<file path="src/hw/id_pkg.sv">
`default_nettype none

package id_pkg;

    localparam int NB_INST     = 32;        // Instruction word
    localparam int NB_DATA     = 32;        // Register data
    localparam int NB_PC       = 32;
    localparam int NB_REG      = 5;         // Register index
    localparam int NB_OPCODE   = 6;
    localparam int NB_FUNCT    = 6;
    localparam int NB_ALU_OP   = 4;
    localparam int NB_IMM      = 16;        // I-type immediate
    localparam int NB_TARGET   = 26;        // J-type target
    localparam int NB_PC_UPPER = 4;         // PC bits kept by a jump
    localparam int N_REGS      = 32;

    typedef enum logic [NB_OPCODE-1:0] {
        R_TYPE = 6'b000000,
        J      = 6'b000010,
        JAL    = 6'b000011,
        BEQ    = 6'b000100,
        BNE    = 6'b000101,
        ADDI   = 6'b001000,
        SLTI   = 6'b001010,
        ANDI   = 6'b001100,
        ORI    = 6'b001101,
        XORI   = 6'b001110,
        LUI    = 6'b001111,
        LB     = 6'b100000,
        LH     = 6'b100001,
        LW     = 6'b100011,
        SB     = 6'b101000,
        SH     = 6'b101001,
        SW     = 6'b101011,
        HALT   = 6'b111111
    } opcode_e;

    typedef enum logic [NB_FUNCT-1:0] {
        SLL  = 6'b000000,
        SRL  = 6'b000010,
        SRA  = 6'b000011,
        JR   = 6'b001000,
        JALR = 6'b001001,
        ADD  = 6'b100000,
        SUB  = 6'b100010,
        AND  = 6'b100100,
        OR   = 6'b100101,
        XOR  = 6'b100110,
        NOR  = 6'b100111,
        SLT  = 6'b101010
    } funct_e;

    // Resolved operation for the execute stage
    typedef enum logic [NB_ALU_OP-1:0] {
        ALU_ADD = 4'd0,                     // Zero so a bubble is all zero
        ALU_SUB = 4'd1,
        ALU_AND = 4'd2,
        ALU_OR  = 4'd3,
        ALU_XOR = 4'd4,
        ALU_NOR = 4'd5,
        ALU_SLT = 4'd6,
        ALU_SLL = 4'd7,
        ALU_SRL = 4'd8,
        ALU_SRA = 4'd9,
        ALU_LUI = 4'd10
    } alu_op_e;

    typedef struct packed {
        logic    reg_dest;                  // rd instead of rt in EX
        alu_op_e alu_op;                    // EX
        logic    alu_src;                   // Immediate operand in EX
        logic    mem_read;                  // MEM
        logic    mem_write;                 // MEM
        logic    branch;                    // MEM
        logic    reg_write;                 // WB
        logic    mem_to_reg;                // WB
        logic    jump;
        logic    byte_en;
        logic    halfword_en;
        logic    word_en;
        logic    jr_jalr;                   // Target from rs in IF
        logic    hlt;
    } ctrl_t;

    typedef struct packed {
        opcode_e             opcode;
        logic [NB_REG-1:0]   rs;
        logic [NB_REG-1:0]   rt;
        logic [NB_REG-1:0]   rd;
        logic [NB_REG-1:0]   shamt;
        funct_e              funct;
    } inst_fields_t;

endpackage

`default_nettype wire

</file>
<file path="src/hw/register_bank.sv">
`timescale 1ns/1ps
`default_nettype none

module register_bank import id_pkg::*; (
    input  wire                 i_clock,
    input  wire                 i_arst_n,
    input  wire                 i_enable,           // Debug unit write gate
    input  wire                 i_reg_write,        // From WB
    input  wire  [NB_REG-1:0]   i_read_reg_a,
    input  wire  [NB_REG-1:0]   i_read_reg_b,
    input  wire  [NB_REG-1:0]   i_read_address,     // Debug unit
    input  wire  [NB_REG-1:0]   i_write_reg,
    input  wire  [NB_DATA-1:0]  i_write_data,
    output logic [NB_DATA-1:0]  o_data_a,
    output logic [NB_DATA-1:0]  o_data_b,
    output logic [NB_DATA-1:0]  o_debug_data
);

    // r0 has no storage
    logic [NB_DATA-1:0] regs [1:N_REGS-1];
    logic               write_en;

    assign write_en = i_enable && i_reg_write && (i_write_reg != '0);

    always_ff @(posedge i_clock or negedge i_arst_n) begin
        if (!i_arst_n) begin
            for (int i = 1; i < N_REGS; i++) begin
                regs[i] <= '0;
            end
        end else if (write_en) begin
            regs[i_write_reg] <= i_write_data;
        end
    end

    // Plain reads with no write bypass
    always_comb begin
        o_data_a     = '0;
        o_data_b     = '0;
        o_debug_data = '0;
        if (i_read_reg_a != '0) begin
            o_data_a = regs[i_read_reg_a];
        end
        if (i_read_reg_b != '0) begin
            o_data_b = regs[i_read_reg_b];
        end
        if (i_read_address != '0) begin
            o_debug_data = regs[i_read_address];
        end
    end

endmodule

`default_nettype wire

</file>
<file path="src/hw/control_unit.sv">
`timescale 1ns/1ps
`default_nettype none

module control_unit import id_pkg::*; (
    input  wire          i_clock,
    input  wire          i_arst_n,
    input  wire          i_enable,          // Low stalls the control word
    input  wire opcode_e i_opcode,
    input  wire funct_e  i_funct,
    output ctrl_t        o_ctrl
);

    ctrl_t ctrl_next;

    always_comb begin
        ctrl_next = '0;                     // Bubble unless decoded
        case (i_opcode)
            R_TYPE: begin
                ctrl_next.reg_dest  = 1'b1;
                ctrl_next.reg_write = 1'b1;
                case (i_funct)
                    SLL:  ctrl_next.alu_op = ALU_SLL;
                    SRL:  ctrl_next.alu_op = ALU_SRL;
                    SRA:  ctrl_next.alu_op = ALU_SRA;
                    ADD:  ctrl_next.alu_op = ALU_ADD;
                    SUB:  ctrl_next.alu_op = ALU_SUB;
                    AND:  ctrl_next.alu_op = ALU_AND;
                    OR:   ctrl_next.alu_op = ALU_OR;
                    XOR:  ctrl_next.alu_op = ALU_XOR;
                    NOR:  ctrl_next.alu_op = ALU_NOR;
                    SLT:  ctrl_next.alu_op = ALU_SLT;
                    JR: begin
                        ctrl_next.jr_jalr   = 1'b1;
                        ctrl_next.reg_write = 1'b0;   // No link
                    end
                    JALR: begin
                        ctrl_next.jr_jalr   = 1'b1;   // Links into rd
                    end
                    default: begin
                        ctrl_next = '0;               // Unknown funct
                    end
                endcase
            end

            J: begin
                ctrl_next.jump = 1'b1;
            end

            JAL: begin
                ctrl_next.jump      = 1'b1;
                ctrl_next.reg_write = 1'b1;           // Link into r31
            end

            BEQ, BNE: begin
                ctrl_next.branch = 1'b1;
                ctrl_next.alu_op = ALU_SUB;           // Compare by subtraction
            end

            ADDI, ANDI, ORI, XORI, LUI, SLTI: begin
                ctrl_next.alu_src   = 1'b1;
                ctrl_next.reg_write = 1'b1;
                case (i_opcode)
                    ANDI:    ctrl_next.alu_op = ALU_AND;
                    ORI:     ctrl_next.alu_op = ALU_OR;
                    XORI:    ctrl_next.alu_op = ALU_XOR;
                    LUI:     ctrl_next.alu_op = ALU_LUI;
                    SLTI:    ctrl_next.alu_op = ALU_SLT;
                    default: ctrl_next.alu_op = ALU_ADD;
                endcase
            end

            LB, LH, LW: begin
                ctrl_next.mem_read    = 1'b1;
                ctrl_next.mem_to_reg  = 1'b1;
                ctrl_next.alu_src     = 1'b1;         // Base plus offset
                ctrl_next.reg_write   = 1'b1;
                ctrl_next.byte_en     = (i_opcode == LB);
                ctrl_next.halfword_en = (i_opcode == LH);
                ctrl_next.word_en     = (i_opcode == LW);
            end

            SB, SH, SW: begin
                ctrl_next.mem_write   = 1'b1;
                ctrl_next.alu_src     = 1'b1;
                ctrl_next.byte_en     = (i_opcode == SB);
                ctrl_next.halfword_en = (i_opcode == SH);
                ctrl_next.word_en     = (i_opcode == SW);
            end

            HALT: begin
                ctrl_next.hlt = 1'b1;
            end

            default: begin
                ctrl_next = '0;                       // Unknown opcode
            end
        endcase
    end

    // Registered for EX and held while stalled
    always_ff @(posedge i_clock or negedge i_arst_n) begin
        if (!i_arst_n) begin
            o_ctrl <= '0;
        end else if (i_enable) begin
            o_ctrl <= ctrl_next;
        end
    end

endmodule

`default_nettype wire

</file>
<file path="src/hw/immediate_unit.sv">
`timescale 1ns/1ps
`default_nettype none

module immediate_unit import id_pkg::*; (
    input  wire  [NB_IMM-1:0]       i_imm16,
    input  wire  [NB_REG-1:0]       i_shamt,
    input  wire  [NB_TARGET-1:0]    i_target26,
    input  wire  [NB_PC_UPPER-1:0]  i_pc_upper,     // PC[31:28]
    output logic [NB_DATA-1:0]      o_immediate,
    output logic [NB_DATA-1:0]      o_shamt,
    output logic [NB_PC-1:0]        o_jump_address
);

    logic imm_sign;

    assign imm_sign = i_imm16[NB_IMM-1];

    // Sign extended offset or operand
    assign o_immediate = {{(NB_DATA-NB_IMM){imm_sign}}, i_imm16};

    // Shift amount is unsigned
    assign o_shamt = {{(NB_DATA-NB_REG){1'b0}}, i_shamt};

    // Word aligned target inside the current 256 MB region
    assign o_jump_address = {i_pc_upper, i_target26, 2'b00};

endmodule

`default_nettype wire

</file>
<file path="src/hw/id_stage.sv">
`timescale 1ns/1ps
`default_nettype none

module id_stage import id_pkg::*; (
    input  wire                 i_clock,
    input  wire                 i_arst_n,
    input  wire                 i_cu_enable,        // Debug unit
    input  wire                 i_rb_enable,        // Debug unit
    input  wire  [NB_REG-1:0]   i_rb_read_address,  // Debug unit
    input  wire  [NB_INST-1:0]  i_inst,
    input  wire  [NB_PC-1:0]    i_pc,
    input  wire                 i_wb_reg_write,     // From WB
    input  wire  [NB_REG-1:0]   i_wb_write_reg,     // From WB
    input  wire  [NB_DATA-1:0]  i_wb_write_data,    // From WB
    output ctrl_t               o_ctrl,             // To EX, MEM and WB
    output logic [NB_DATA-1:0]  o_data_a,
    output logic [NB_DATA-1:0]  o_data_b,
    output logic [NB_DATA-1:0]  o_immediate,
    output logic [NB_DATA-1:0]  o_shamt,
    output logic [NB_PC-1:0]    o_jump_address,
    output logic [NB_REG-1:0]   o_rt,
    output logic [NB_REG-1:0]   o_rd,
    output logic [NB_PC-1:0]    o_pc,
    output logic [NB_DATA-1:0]  o_debug_data
);

    inst_fields_t inst;

    assign inst = i_inst;

    register_bank u_register_bank (
        .i_clock        (i_clock),
        .i_arst_n       (i_arst_n),
        .i_enable       (i_rb_enable),
        .i_reg_write    (i_wb_reg_write),
        .i_read_reg_a   (inst.rs),
        .i_read_reg_b   (inst.rt),
        .i_read_address (i_rb_read_address),
        .i_write_reg    (i_wb_write_reg),
        .i_write_data   (i_wb_write_data),
        .o_data_a       (o_data_a),
        .o_data_b       (o_data_b),
        .o_debug_data   (o_debug_data)
    );

    control_unit u_control_unit (
        .i_clock  (i_clock),
        .i_arst_n (i_arst_n),
        .i_enable (i_cu_enable),
        .i_opcode (inst.opcode),
        .i_funct  (inst.funct),
        .o_ctrl   (o_ctrl)
    );

    immediate_unit u_immediate_unit (
        .i_imm16        (i_inst[NB_IMM-1:0]),
        .i_shamt        (inst.shamt),
        .i_target26     (i_inst[NB_TARGET-1:0]),
        .i_pc_upper     (i_pc[NB_PC-1 -: NB_PC_UPPER]),
        .o_immediate    (o_immediate),
        .o_shamt        (o_shamt),
        .o_jump_address (o_jump_address)
    );

    // Destination candidates for the EX mux
    assign o_rt = inst.rt;
    assign o_rd = inst.rd;
    assign o_pc = i_pc;

endmodule

`default_nettype wire

</file>
<file path="config.mk">
export PLATFORM = sky130hd
export DESIGN_NAME = id_stage
export DESIGN_NICKNAME = d
export VERILOG_FILES = /design/src/hw/id_pkg.sv /design/src/hw/register_bank.sv /design/src/hw/control_unit.sv /design/src/hw/immediate_unit.sv /design/src/hw/id_stage.sv
export SDC_FILE = /design/constraint.sdc
export NUM_CORES = 2
export LEC_CHECK = 0
export BUFFER_PORTS_ARGS = -buffer_cell sky130_fd_sc_hd__buf_2
export CAP_MARGIN = 10
export CORE_ASPECT_RATIO = 0.75
export CORE_MARGIN = 5
export CORE_UTILIZATION = 50
export CTS_BUF_LIST = sky130_fd_sc_hd__clkbuf_2
export CTS_CLUSTER_DIAMETER = 30
export DETAILED_ROUTE_END_ITERATION = 10
export PLACE_DENSITY = 0.67
export SETUP_SLACK_MARGIN = 0.05
export SKIP_LAST_GASP = 1
export SLEW_MARGIN = 15
export SYNTH_ARGS = -nofsm -noshare
export SYNTH_HDL_FRONTEND = slang
export SYNTH_SLANG_ARGS = --single-unit
</file>
<file path="constraint.sdc">
create_clock -name i_clock -period 3.1 [get_ports i_clock]
set_input_delay 0.62 -clock i_clock [delete_from_list [all_inputs] [get_ports i_clock]]
set_output_delay 0.62 -clock i_clock [all_outputs]
set_load 0.005 [all_outputs]
</file>
==> flow_summary_export.csv <==
group,metric,value,unit
placement,hpwl,142,mm
min_path,min-delay-start,"i_inst[31]",
cells_and_area,area_growth,16.8,%
global_route,grt_pass1_vias,48700,
setup_path,critical_path_class,"flip-flop to output pin",
clock_tree,cts_root_buffer,"clkbuf_2",
sta,slew_headroom,20.5,%
route,drt_iter0_drc,6418,
synth,synthTopCellsByCount,"1,149 x mux2_2, 1,008 x dfrtp_1, 576 x mux4_2",
floorplanning,dieArea,0.133,mm²
setup_path,rr_endpoint,"u_register_bank.regs[971]",
sta,fmax,243,MHz
sta,maxSlewViolCount,0,
route,drc,0,
global_route,grt-ovfl-total,0,
sta,setup_violations,96,
synth,synth_simple_gate_area_share,2.08,%
synth,seq_area_frac_synth,40.0,%
synth,synth_top_area_cell,"dfrtp_1",
global_route,grt_pass1_wl,332,mm
synth,synthXorXnorAreaFrac,0.0278,%
synth,synth_fa_ha_area_share,0,%
route,num_vias,48500,
clock_tree,clock_sinks,1008,
sta,tightest_slew,1.19,ns
route,wl_per_cell,32.5,µm
synth,synth_top_area_share,40.0,%
sta,finalHoldViolations,0,
synth,synth_top_family_by_area,"multiplexers",
setup_path,reg2reg_from,"u_register_bank.regs[971]",
route,routed_wl,227,mm
floorplanning,ios,362,
floorplanning,start_util,50.5,%
synth,synth-edff-count,0,
synth,async_flop_share,100,%
cells_and_area,final_layout_size_suffix_gt1_share,57.4,%
setup_path,end_kind,"output pin",
synth,synth_seq_cells,1008,
sta,skew,0,ns
synth,syn_area,0.0631,mm²
sta,timing.final.ws_setup,-1.02,ns
synth,synth_top_flop_cell,"dfrtp_1",
synth,avgSynthCellArea,13.6,µm²
min_path,min_to,"u_control_unit.o_ctrl[5]",
sta,post-route-period-util,133,%
placement,portBuffers,208,
placement,gp_congestion,0.904,
synth,synth_compound_area_share,7.84,%
route,top_layer,"met5",
floorplanning,core-area,0.125,mm²
min_path,holdPathStages,5,
synth,ys_types,49,
synth,synthesis.instances,4642,
sta,fin_crit,4.12,ns
cells_and_area,utilization,59.0,%
global_route,antenna_found_initial,10,
setup_path,cp-start-kind,"flip-flop",
clock_tree,cts_buffers,291,
setup_path,arrival,3.50,ns
floorplanning,fp.dieW,420,µm
min_path,hold_path_class,"primary input to flip-flop",
synth,synth_area_leaders,"dfrtp_1 40%, mux4_2 21%, mux2_2 21%",
sta,rsz0062_at_grt,"true",
cells_and_area,fillers,9887,
synth,synth.most_common_cell,"mux2_2",
setup_path,reg2regPathDepth,2,
clock_tree,path_clk_slew,0.11,ns
clock_tree,clk_latency,1.65,ns
route,postRouteAntennaNets,0,
cells_and_area,final_nets,5258,
global_route,track_usage,33.5,%
setup_path,cp_max_fo,2,
pwr,ir_worst_vdd,0.427,mV
global_route,grt_max_degree,125,
floorplanning,row_count,112,
pwr,leakage,33.2,nW
route,drt-met1-wl,87.2,mm
route,viasPerCell,6.94,
floorplanning,die_h,318,µm
route,route.met3.wl,27.1,mm
pwr,powerDensity,485,mW/mm²
status,violations,"negative setup slack",
setup_path,required,2.48,ns
route,met2WireLength,101,mm
clock_tree,ctsLongestPathBuffers,4,
route,first_pass_iters,6,
setup_path,reg2reg_setup_slack,1.76,ns
job,drv_cap,0,
sta,tns,-79.23,ns
synth,ys_warn_count,0,
clock_tree,htree_levels,5,
synth,synth_mux_area_share,44.7,%
clock_tree,cts_tree,"done",
status,status,"finished, violations left",
[sequential cells by signal, indices dropped and copies added (netlist names)]
name,flops
u_register_bank.regs,992
u_control_unit.o_ctrl,16
[placed cells by master (no fill, tap or decap), types with 46 or more instances in the layout]
cell	n
dlygate4sd3_1	144
o21ai_1	71
dfrtp_1	1008
a21oi_1	72
o221ai_1	66
buf_12	138
mux4_2	576
mux2_2	1149
clkbuf_2	398
a22oi_1	93
mux2i_1	220
buf_6	49
clkinv_1	46
a22o_1	194
buf_4	329
o21ai_2	102
buf_2	168
nand2_1	158
[cell families after synthesis]
kind of cell	after synthesis
other	1
muxes	1952
buffers and inverters	662
and+or+nand+nor	310
DFF	1008
xor gates and xnor gates	2
AOI/OAI and AO/OA	707
[critical path: stages (launching register included)]
cell and delay, ns:
dfrtp_1 0.42, mux4_2 0.48, a22o_1 0.25, o21ai_1 0.13
buf_4 0.14, o21ai_1 0.06, buf_4 0.19, buf_6 0.11
[worst max path at each step]
stage	endpoint	startpoint	cells after the start	slack [ns]
after global routing	o_data_a[1]	u_register_bank.regs[65]	7	-1.16
after CTS	o_data_a[0]	u_register_bank.regs[0]	7	-1.17
after floorplan	o_debug_data[18]	i_rb_read_address[0]	7	0.42
final	o_data_a[4]	u_register_bank.regs[4]	7	-1.02
after global placement	o_data_a[31]	i_inst[21]	8	-0.41
after detailed placement	o_data_a[31]	i_inst[21]	8	-0.41
[report_power, final]
part	internal (mW)	total [mW]	switching, mW
clock network	3.93	9.91	5.98
logic	5.22	9.22	4.00
registers	14.9	16.6	1.72
[metal layers]
metal | track usage [%] | vias to the layer above
met5 | 0 | -
met4 | 16.3 | 8
met3 | 10.4 | 753
met2 | 49.1 | 3449
met1 | 45.7 | 25100
li1 | - | 19200
[layout make-up]
cell class	instances	area (µm²)	share of cell area, %
diodes	10	25.0	0.0340
clock buffers	398	1990	2.70
clock inverters	73	450	0.611
inverters	10	37.5	0.0510
multi-input cells	3000	35700	48.4
flip-flops and latches	1008	25200	34.2
well taps	1653	2070	2.81
repair buffers	836	8200	11.1
[per-stage QoR]
stage / std cells / cell area [µm²] / total power [mW] / hold slack [ns] / worst slack [ns]
2_1_floorplan: 4670 / 63200 / 22.1 / 0.324 / 0.422
3_3_place_gp: 6312 / 68300 / 24.9 / 0.465 / -0.407
3_5_place_dp: 6312 / 68300 / 25.2 / 0.476 / -0.408
4_1_cts: 6972 / 73300 / 35.6 / 0.00109 / -1.17
5_1_grt: 6987 / 73700 / 37.3 / -0.0594 / -1.16
6_report: 6988 / 73700 / 35.7 / 0.0860 / -1.02
[timing repair]
action / CTS / global route
endpoints found under the hold margin: 2016 / 1
hold buffers: 146 / 1
setup endpoints to repair: 96 / 97
buffers inserted: 53 / 7
resized for setup: 305 / 67
pin swaps: 188 / 58
Power figures use the tool's default switching activity.
